`src/source/mext_macros.svh`:
```
`ifndef MEXT_MACROS_SVH
`define MEXT_MACROS_SVH

// Operand and result width of the unit
// Matches the RV32 register width
`define MEXT_XLEN 32

// Busy cycles of a division with a nonzero divisor
// One restoring step per quotient bit
`define MEXT_DIV_CYCLES 32

`endif
```
`src/source/mext_pkg.sv`:
```
package mext_pkg;

  // Multiply kind encodings, funct3[1:0] of the multiply group
  // Low word of the product
  localparam logic [1:0] MEXT_KIND_LO  = 2'b00;
  // High word, signed x signed
  localparam logic [1:0] MEXT_KIND_HSS = 2'b01;
  // High word, signed x unsigned
  localparam logic [1:0] MEXT_KIND_HSU = 2'b10;
  // High word, unsigned x unsigned
  localparam logic [1:0] MEXT_KIND_HUU = 2'b11;

  // Multiply view of funct3
  // Group is 0 for MUL, MULH, MULHSU, MULHU
  typedef struct packed {
    logic       group;
    logic [1:0] kind;
  } mext_mul_op_s;

  // Divide view of funct3
  // Group is 1 for DIV, DIVU, REM, REMU
  typedef struct packed {
    logic group;
    logic is_rem;
    logic is_unsigned;
  } mext_div_op_s;

  // One funct3 word, read as raw bits or through either decoded view
  // Bit 2 is the group bit in both views
  typedef union packed {
    logic [2:0]   raw;
    mext_mul_op_s mul;
    mext_div_op_s div;
  } mext_op_u;

endpackage

```
`src/source/mext_unit.sv`:
```
`timescale 1ns/1ps

`include "mext_macros.svh"

module mext_unit (
  input  logic                  clk,
  input  logic                  rst_n,
  input  logic                  en,
  input  logic [`MEXT_XLEN-1:0] rs1,
  input  logic [`MEXT_XLEN-1:0] rs2,
  input  mext_pkg::mext_op_u    op,
  output logic                  busy,
  output logic [`MEXT_XLEN-1:0] result
);

  // Per-engine strobes
  logic                  mul_en;
  logic                  div_en;
  // Engine status and results
  logic                  mul_busy;
  logic                  div_busy;
  logic [`MEXT_XLEN-1:0] mul_result;
  logic [`MEXT_XLEN-1:0] div_result;
  // Group of the op that last ran, 1 selects the divider
  logic                  group_q;

  // Group bit steers the strobe to one engine
  assign mul_en = en && !op.mul.group;
  assign div_en = en && op.div.group;

  always_ff @(posedge clk or negedge rst_n) begin
    if (!rst_n) begin
      group_q <= 1'b0;
    end else if (en) begin
      group_q <= op.div.group;
    end
  end

  mext_mul mext_mul_i (
    .clk   (clk),
    .rst_n (rst_n),
    .en    (mul_en),
    .rs1   (rs1),
    .rs2   (rs2),
    .op    (op),
    .busy  (mul_busy),
    .result(mul_result)
  );

  mext_div mext_div_i (
    .clk   (clk),
    .rst_n (rst_n),
    .en    (div_en),
    .rs1   (rs1),
    .rs2   (rs2),
    .op    (op),
    .busy  (div_busy),
    .result(div_result)
  );

  assign busy   = mul_busy || div_busy;
  assign result = group_q ? div_result : mul_result;

  // Caller stalls while either engine works
  assert property (@(posedge clk) disable iff (!rst_n) busy |-> !en);

endmodule

```
`src/source/mext_mul.sv`:
```
`timescale 1ns/1ps

`include "mext_macros.svh"

module mext_mul (
  input  logic                  clk,
  input  logic                  rst_n,
  input  logic                  en,
  input  logic [`MEXT_XLEN-1:0] rs1,
  input  logic [`MEXT_XLEN-1:0] rs2,
  input  mext_pkg::mext_op_u    op,
  output logic                  busy,
  output logic [`MEXT_XLEN-1:0] result
);

  // Per-operand sign extension enables
  logic a_signed;
  logic b_signed;

  // Operands extended by one bit, always multiplied as signed
  logic signed [`MEXT_XLEN:0]     a_ext;
  logic signed [`MEXT_XLEN:0]     b_ext;
  logic signed [2*`MEXT_XLEN+1:0] product;

  // Signedness from the multiply kind
  always_comb begin
    case (op.mul.kind)
      mext_pkg::MEXT_KIND_HSS: {a_signed, b_signed} = 2'b11;
      mext_pkg::MEXT_KIND_HSU: {a_signed, b_signed} = 2'b10;
      mext_pkg::MEXT_KIND_HUU: {a_signed, b_signed} = 2'b00;
      // Low word is the same for any signedness
      mext_pkg::MEXT_KIND_LO:  {a_signed, b_signed} = 2'b00;
      default:                 {a_signed, b_signed} = 2'b00;
    endcase
  end

  assign a_ext   = {a_signed & rs1[`MEXT_XLEN-1], rs1};
  assign b_ext   = {b_signed & rs2[`MEXT_XLEN-1], rs2};
  assign product = a_ext * b_ext;

  // Selected word captured on en
  always_ff @(posedge clk) begin
    if (en) begin
      if (op.mul.kind == mext_pkg::MEXT_KIND_LO) begin
        result <= product[`MEXT_XLEN-1:0];
      end else begin
        result <= product[2*`MEXT_XLEN-1:`MEXT_XLEN];
      end
    end
  end

  // One busy cycle per multiply
  always_ff @(posedge clk or negedge rst_n) begin
    if (!rst_n) begin
      busy <= 1'b0;
    end else begin
      busy <= en;
    end
  end

  // No back-to-back multiply launch
  assert property (@(posedge clk) disable iff (!rst_n) busy |-> !en);

endmodule

```
`src/source/mext_div.sv`:
```
`timescale 1ns/1ps

`include "mext_macros.svh"

module mext_div (
  input  logic                  clk,
  input  logic                  rst_n,
  input  logic                  en,
  input  logic [`MEXT_XLEN-1:0] rs1,
  input  logic [`MEXT_XLEN-1:0] rs2,
  input  mext_pkg::mext_op_u    op,
  output logic                  busy,
  output logic [`MEXT_XLEN-1:0] result
);

  // Signed operation in the launch cycle
  logic                  is_signed;
  // Operand signs, qualified by the signed ops
  logic                  rs1_neg;
  logic                  rs2_neg;

  // Values captured on en
  logic                  rs1_neg_q;
  logic                  rs2_neg_q;
  logic [`MEXT_XLEN-1:0] rs1_q;
  mext_pkg::mext_op_u    op_q;

  // Magnitudes fed to the unsigned divider
  logic [`MEXT_XLEN-1:0] dividend_abs;
  logic [`MEXT_XLEN-1:0] divisor_abs;

  // Unsigned divider results
  logic                  div_zero;
  logic [`MEXT_XLEN-1:0] quotient;
  logic [`MEXT_XLEN-1:0] remainder;

  // Sign-corrected results
  logic [`MEXT_XLEN-1:0] quotient_signed;
  logic [`MEXT_XLEN-1:0] remainder_signed;

  assign is_signed = !op.div.is_unsigned;
  assign rs1_neg   = is_signed && rs1[`MEXT_XLEN-1];
  assign rs2_neg   = is_signed && rs2[`MEXT_XLEN-1];

  // Operands may change while the divider iterates
  always_ff @(posedge clk) begin
    if (en) begin
      rs1_neg_q <= rs1_neg;
      rs2_neg_q <= rs2_neg;
      rs1_q     <= rs1;
      op_q      <= op;
    end
  end

  // Most negative value maps onto itself, read as unsigned 2^(XLEN-1)
  assign dividend_abs = rs1_neg ? -rs1 : rs1;
  assign divisor_abs  = rs2_neg ? -rs2 : rs2;

  mext_divu #(
    .WIDTH(`MEXT_XLEN)
  ) mext_divu_i (
    .clk      (clk),
    .rst_n    (rst_n),
    .en       (en),
    .dividend (dividend_abs),
    .divisor  (divisor_abs),
    .busy     (busy),
    .div_zero (div_zero),
    .quotient (quotient),
    .remainder(remainder)
  );

  // Quotient sign follows the operand signs, remainder follows the dividend
  assign quotient_signed  = (rs1_neg_q ^ rs2_neg_q) ? -quotient : quotient;
  assign remainder_signed = rs1_neg_q ? -remainder : remainder;

  // Result select, divide by zero per the RISC-V rules
  always_comb begin
    if (div_zero) begin
      // Remainder is the dividend, quotient is all ones
      result = op_q.div.is_rem ? rs1_q : '1;
    end else if (op_q.div.is_rem) begin
      result = remainder_signed;
    end else begin
      result = quotient_signed;
    end
  end

endmodule

```
`src/source/mext_divu.sv`:
```
`timescale 1ns/1ps

module mext_divu #(
  parameter int WIDTH = 32
) (
  input  logic             clk,
  input  logic             rst_n,
  input  logic             en,
  input  logic [WIDTH-1:0] dividend,
  input  logic [WIDTH-1:0] divisor,
  output logic             busy,
  output logic             div_zero,
  output logic [WIDTH-1:0] quotient,
  output logic [WIDTH-1:0] remainder
);

  // Counter wide enough to hold WIDTH-1
  localparam int CNT_W = $clog2(WIDTH);

  // Partial remainder
  logic [WIDTH-1:0] rem_q;
  // Dividend bits shift out at the top, quotient bits shift in at the bottom
  logic [WIDTH-1:0] quot_q;
  // Divisor held for the whole division
  logic [WIDTH-1:0] divisor_q;
  // Step counter
  logic [CNT_W-1:0] count;

  // Partial remainder with the next dividend bit appended
  logic [WIDTH:0]   shifted;
  // Trial subtraction, one extra bit for the sign
  logic [WIDTH+1:0] diff;
  logic             diff_neg;

  assign shifted  = {rem_q, quot_q[WIDTH-1]};
  assign diff     = {1'b0, shifted} - {2'b00, divisor_q};
  assign diff_neg = diff[WIDTH+1];

  // Control, busy runs WIDTH cycles unless the divisor is zero
  always_ff @(posedge clk or negedge rst_n) begin
    if (!rst_n) begin
      busy     <= 1'b0;
      div_zero <= 1'b0;
      count    <= '0;
    end else if (en) begin
      // Zero divisor finishes at once
      busy     <= (divisor != '0);
      div_zero <= (divisor == '0);
      count    <= '0;
    end else if (busy) begin
      count <= count + CNT_W'(1);
      // Last step drops busy
      if (count == CNT_W'(WIDTH - 1)) begin
        busy <= 1'b0;
      end
    end
  end

  // Restoring datapath, one quotient bit per cycle
  always_ff @(posedge clk) begin
    if (en) begin
      rem_q     <= '0;
      quot_q    <= dividend;
      divisor_q <= divisor;
    end else if (busy) begin
      if (diff_neg) begin
        // Restore, keep the shifted remainder
        rem_q  <= shifted[WIDTH-1:0];
        quot_q <= {quot_q[WIDTH-2:0], 1'b0};
      end else begin
        // Difference fits below the divisor
        rem_q  <= diff[WIDTH-1:0];
        quot_q <= {quot_q[WIDTH-2:0], 1'b1};
      end
    end
  end

  assign quotient  = quot_q;
  assign remainder = rem_q;

  // Zero divisor never starts the iteration
  assert property (@(posedge clk) disable iff (!rst_n) !(busy && div_zero));

  // Once started, a division is busy for exactly WIDTH cycles
  assert property (@(posedge clk) disable iff (!rst_n)
    $rose(busy) |-> busy [*WIDTH] ##1 !busy);

endmodule

```
`config.mk`:
```
export PLATFORM = sky130hd
export DESIGN_NAME = mext_unit
export DESIGN_NICKNAME = d
export VERILOG_FILES = /design/src/source/mext_pkg.sv /design/src/source/mext_unit.sv /design/src/source/mext_mul.sv /design/src/source/mext_div.sv /design/src/source/mext_divu.sv
export VERILOG_INCLUDE_DIRS = /design/src /design/src/source
export SDC_FILE = /design/constraint.sdc
export NUM_CORES = 2
export LEC_CHECK = 0
export BUFFER_PORTS_ARGS = -buffer_cell sky130_fd_sc_hd__buf_2
export CORE_MARGIN = 10
export CORE_UTILIZATION = 35
export CTS_CLUSTER_DIAMETER = 80
export DETAILED_ROUTE_END_ITERATION = 8
export PLACE_DENSITY = 0.62
export SLEW_MARGIN = 15
export SYNTH_ARGS = -nofsm -noshare
export SYNTH_HDL_FRONTEND = slang
export SYNTH_HIERARCHICAL = 1
export SYNTH_SLANG_ARGS = --single-unit
```
`constraint.sdc`:
```
create_clock -name clk -period 5.8 [get_ports clk]
set_input_delay 0.58 -clock clk [delete_from_list [all_inputs] [get_ports clk]]
set_output_delay 0.58 -clock clk [all_outputs]
set_load 0.05 [all_outputs]
```
### Yosys cells after proc, flatten, opt, wreduce, memory -nomap -nowiden

Index checks and enable logic that the tools add are counted.
W data, S select, Z words.

| storage, ports and cells | value |
|---|---|
| register bits after elaboration | 173 |
| bits of input ports | 70 |
| output and inout bits | 33 |

| operators by class | value |
|---|---|
| $add $sub $neg | 6 |
| mux-type cells | 20 |
| equality and inequality tests | 4 |
| multiply operators | 1 |
| reductions and logical operators | 14 |
| bitwise gates (word level) | 3 |

Operator list:

| kind | number |
|---|---|
| $mux W32 | 12 |
| $neg A32 Y32 | 4 |
| $mul A33 B33 Y64 | 1 |
| $sub A33 B32 Y34 | 1 |
| $logic_not A32 Y1 | 1 |
| $reduce_bool A32 Y1 | 1 |
| $mux W5 | 2 |
| $add A5 B1 Y5 const B | 1 |
| $eq A5 B5 Y1 const B | 1 |
| $eq A2 B2 Y1 const B | 2 |
| $logic_and A1 B1 Y1 | 4 |
| $mux W1 | 4 |
| $pmux W1 S2 | 2 |
| $reduce_or A2 Y1 | 2 |
| $reduce_or A3 Y1 | 1 |
| $and A1 B1 Y1 | 2 |
| $eq A2 B1 Y1 const B | 1 |
| $logic_not A1 Y1 | 2 |
| $logic_not A2 Y1 | 1 |
| $reduce_bool A2 Y1 | 1 |
| $logic_or A1 B1 Y1 | 1 |
| $xor A1 B1 Y1 | 1 |

### Logic depth before layout (Yosys ltp)

| depth | value |
|---|---|
| depth in word-level cells | 6 |
| gate-level depth with buffers | 32 |
| mapped depth without buffers | 29 |

### Hierarchy

The synthesis kept the hierarchy.

By module, submodules not included:

| module | area an instance (sq um) | instances | cells an instance | seq. area each (sq um) |
|---|---|---|---|---|
| mext_mul | 39410.3 | 1 | 4357 | 985.9 |
| mext_divu | 6118.4 | 1 | 601 | 2737.6 |
| mext_div | 4588.2 | 1 | 574 | 1051.0 |
| mext_unit | 595.6 | 1 | 41 | 25.0 |

### Worst setup path before layout

Ideal clock, no wire load.

| timing path | value |
|---|---|
| path type | input -> register |
| start point | input op[1] (netlist name) |
| end point | register mext_mul_i.result[29] (data pin) |
| data required time | 5.541 ns |
| arrival time | 8.501 ns |
| setup slack | -2.960 ns |
| cell stages on the path | 32 |
| path through | inv_1 > ha_1 > and2_1 > clkbuf_1 > clkbuf_1 > nand2_1 > inv_1 > fa_1 > inv_1 > fa_1 > inv_1 > fa_1 > fa_1 > inv_1 > fa_1 > inv_1 > fa_1 > inv_1 > fa_1 > fa_1 > inv_1 > ha_1 > clkbuf_1 > a21o_1 > a21o_1 > a21oi_1 > nand2_1 > o31ai_2 > o21ai_2 > a31oi_1 > nor4b_1 > a211o_1 |

| on the way | value |
|---|---|
| longest elaborated chain between the ends | 6 |

Ends and longest elaborated chain:

| what | line | RTL |
|---|---|---|
| start: declaration | mext_unit.sv:11 | `input mext_pkg::mext_op_u op,` |
| $eq A2 B2 Y1 (tied with other cells) | mext_mul.sv:27 | `case (op.mul.kind)` |
| $reduce_or A3 Y1 (no source line) / $reduce_or A2 Y1 (equally long branches) | - |  |
| $pmux W1 S2 | mext_mul.sv:27 |  |
| $and A1 B1 Y1 (on tied branches) | mext_mul.sv:38, mext_mul.sv:37 |  |
| $mul A33 B33 Y64 | mext_mul.sv:39 | `assign product = a_ext * b_ext;` |
| $mux W32 * | mext_mul.sv:44 | `if (op.mul.kind == mext_pkg::MEXT_KIND_LO) begin` |
| end signal: assignment | mext_mul.sv:45 | `` result <= product[`MEXT_XLEN-1:0]; `` |
| end signal: assignment | mext_mul.sv:47 | `` result <= product[2*`MEXT_XLEN-1:`MEXT_XLEN]; `` |
| end: declaration | mext_mul.sv:13 | `` output logic [`MEXT_XLEN-1:0] result `` |

Every way passes the cells marked *; elsewhere a longest branch is shown, timed or not.
A chain may end at the register's enable or synchronous reset.

### Worst setup path in the final report

| timing path | value |
|---|---|
| start point | input op[1] (netlist name) |
| end point | register mext_mul_i.result[25] (data pin) |

Same word-level chain as after synthesis.

==> metrics.txt <==
status finished, violations left; failing checks negative setup slack; Die ar. 161,000 µm²; Slowest-stage cell, CP fa_2; CP Launch Type input pin; Synth top area share 44.4%; R2R Path End mext_div_i/mext_divu_i/remainder[30]; layout cells sized above 1 19.1%; Die Wd 401 µm; Synth async-reset ratio 5.23%; Total GRT Usage 19.8%; final-layout fill cell count roughly 14,000; dpl cell area 57,500 µm²; IO buf count 102; DRT iter0 DRCs a little under 3,000; critical path class in2reg; dominant synthesized flop cell edfxtp_1; leading area contributor after synthesis fa_1; DIE HEIGHT 401 µm; FF/Latch Area 4800 µm²; EDFF count, synth 131; cells after synthesis approximately 5,600; clk sinks 172; Final Instance Area 60,500 µm²; I/O pin cnt 103; CTS Buf Count 17; DRC viols 0; Yosys warning total 6; clock latency on the worst-skew pair ~0.45 ns; Final WS setup -1.96 ns; Multi-input gate area 41,400 µm²; Row Count 139; final count of pins violating max slew 0; core area roughly 140,000 µm²; CP most frequent cell fa_1; DR vias/cell around 5.1; Top delay family on crit path adder cells; Mapped Area 50,700 µm²; Pre-Repair DR Iteration Count 6; syn_nets 7,021; sequential area share after synthesis 9.46%; Worst Path Buf+Inv 10; Clock transition at path regs roughly 0.060 ns; unrepaired setup endpoints after global routing yes; Worst Hold Class in2reg; Setup crit start op[1]; global placer's final weighted congestion 0.941; Unique masters post-synth 100; Final nets 7,493; initial antenna violation count 21; R2R setup slack 2.10 ns; CP Capture Point mext_mul_i/result[25]; CP Data Arrival Time 7.92 ns; Starting Density 35.3%; Critical Path End Type register; CTS tree done; syn avg cell area 9.10 µm²; Vias 40,300; clock buffer depth 2; Setup Viol. Count Final 32; grt ovf 0; Fin. Hold Viols 0; Crit Path Max Fanout 5; DP Wirelength 136 mm; Max Freq 129 MHz; Slew Limit Headroom between 30% and 40%; drt total wl ~160 mm; Synth Register Bits 172; Tmin final about 7.8 ns; Worst R2R Start mext_div_i/mext_divu_i/quotient[31]; htree depth 4; number of global-route vias before repair 43,300; area grow syn2layout 19.3%; largest net degree at the start of global routing 82; fin crit share 134%; CP Data Required Time 5.96 ns; Synth area leaders fa_1 44%, inv_1 9.3%, edfxtp_1 7.8%, nand2_1 6.7%, ha_1 6.2%; Crit path depth 30; maxcap violations 0; clock skew 0.0105 ns; Wirelength per Cell around 20 µm; Worst-Margin Slew 1.04 ns; number of routed nets with antenna violations 0; FF-to-FF path depth 11; CP max stage delay 0.60 ns; clock root cell clkbuf_16; Core Util, Final 42.1%; first-pass GRT wire length 252 mm
==> what timing repair did <==
action | CTS | global route
endpoints found under the setup margin | 32 | 32
cloned | 2 | 3
hold endpoints to repair | 9 | 0
hold buffers | 1 | 0
resized for setup | 262 | 142
setup buffers | 50 | 30
pin swaps | 184 | 123
==> how the worst min path moves through the flow <==
stage                from                         endpoint  slack, ns  cells past startpoint
global route        op[1]               mext_div_i/op_q[1]       0.42                      2
floorplan           rst_n                          group_q       0.28                      0
finish                 en                          group_q       0.41                      2
global placement    rst_n  mext_div_i/mext_divu_i/count[3]       0.45                      1
CTS                    en                          group_q       0.39                      2
detailed placement  rst_n  mext_div_i/mext_divu_i/count[2]       0.45                      1
==> area by class of cell <==
class / count / area share, %
Antenna cell: 7 / 0.0290
Clock buffer: 17 / 0.703
Clock inverter: 15 / 0.242
Inverter: 1257 / 7.86
Multi-Input combinational cell: 3851 / 68.4
Sequential cell: 172 / 7.94
Tap cell: 1903 / 3.94
Timing Repair Buffer: 746 / 10.9
==> synth_stat cells (all sizes together) (9+ instances only) <==
| library cell | n |
|---|---|
| inv | 1256 |
| fa | 1126 |
| nand2 | 901 |
| and2 | 275 |
| clkbuf | 269 |
| ha | 252 |
| nor2 | 147 |
| a21oi | 131 |
| edfxtp | 131 |
| o21ai | 110 |
| xnor2 | 107 |
| xor2 | 91 |
| mux2 | 66 |
| a21o | 46 |
| nor3 | 41 |
| a211oi | 38 |
| mux2i | 35 |
| nand3 | 35 |
| and3 | 33 |
| dfxtp | 32 |
| or3 | 32 |
| nand4 | 30 |
| a31oi | 28 |
| nor4 | 27 |
| o31ai | 26 |
| buf | 24 |
| nand2b | 20 |
| or4 | 19 |
| o211ai | 18 |
| o21bai | 17 |
| o41ai | 17 |
| or2 | 17 |
| nor2b | 14 |
| nor3b | 13 |
| a221oi | 12 |
| and4 | 11 |
| a32oi | 10 |
| a22oi | 9 |
| a311oi | 9 |
| dfrtp | 9 |
| o21a | 9 |
==> sequential cells by signal (all words and copies together) (netlist names) <==
signal,flops
group_q,1
mext_div_i/mext_divu_i/busy,1
mext_div_i/mext_divu_i/count,5
mext_div_i/mext_divu_i/div_zero,1
mext_div_i/mext_divu_i/divisor_q,32
mext_div_i/mext_divu_i/quotient,32
mext_div_i/mext_divu_i/remainder,32
mext_div_i/op_q,1
mext_div_i/rs1_neg_q,1
mext_div_i/rs1_q,32
mext_div_i/rs2_neg_q,1
mext_mul_i/busy,1
mext_mul_i/result,32
==> metrics by stage <==
stage	worst slack (ns)	cells	TNS, ns	hold slack, ns
2_1_floorplan	-2.32	5573	-53.07	0.284
3_3_place_gp	-2.64	7851	-74.16	0.446
3_5_place_dp	-2.74	7851	-76.16	0.446
4_1_cts	-1.96	7935	-51.43	0.393
5_1_grt	-2.19	7963	-58.09	0.417
6_report	-1.96	7968	-50.96	0.407
==> layer usage <==
metal  GRT usage (%)  routed length, µm  vias up  part of all wire (%)
met1            26.7              68800    20900                    42
met5               0                110        -                 0.068
met4            5.48               5270       18                   3.3
met2            32.9              76000     1333                    47
met3            3.00              11700      234                   7.3
li1                -                  -    17900                     -
==> logic make-up after synthesis <==
logic type	synth area share [%]
AO/OA/AOI/OAI	7.24
multiplexers	2.37
AND/OR/NAND/NOR	15.2
XOR/XNOR	3.42
buffers and inverters	11.7
flip-flops	9.46
adder cells (fa/ha/maj)	50.7
==> cells in the final DEF (no fill, tap or decap), drive strengths merged, types with 17 or more instances in the layout <==
| cell type | instances |
|---|---|
| inv | 1255 |
| fa | 1126 |
| nand2 | 901 |
| buf | 738 |
| and2 | 275 |
| ha | 252 |
| nor2 | 147 |
| edfxtp | 131 |
| a21oi | 131 |
| o21ai | 110 |
| xnor2 | 107 |
| xor2 | 91 |
| mux2 | 66 |
| a21o | 46 |
| nor3 | 41 |
| a211oi | 38 |
| mux2i | 35 |
| nand3 | 35 |
| and3 | 33 |
| dfxtp | 32 |
| or3 | 32 |
| nand4 | 30 |
| a31oi | 28 |
| nor4 | 27 |
| o31ai | 26 |
| clkbuf | 23 |
| nand2b | 20 |
| or4 | 19 |
| o211ai | 18 |
| or2 | 17 |
| o41ai | 17 |
| o21bai | 17 |
==> worst reg2reg max path, cell delays in order (launching register included) <==
cell and delay, ns:
edfxtp_1 0.54, inv_1 0.11, ha_1 0.16, inv_1 0.05, fa_1 0.44, a211oi_1 0.39
o21ai_0 0.26, a32oi_1 0.33, o21ai_0 0.25, a311oi_1 0.69, mux2i_1 0.28, a21oi_1 0.08
Power is not shown: default switching activity piles up to over one toggle a cycle in this logic, so the estimate is an artifact.
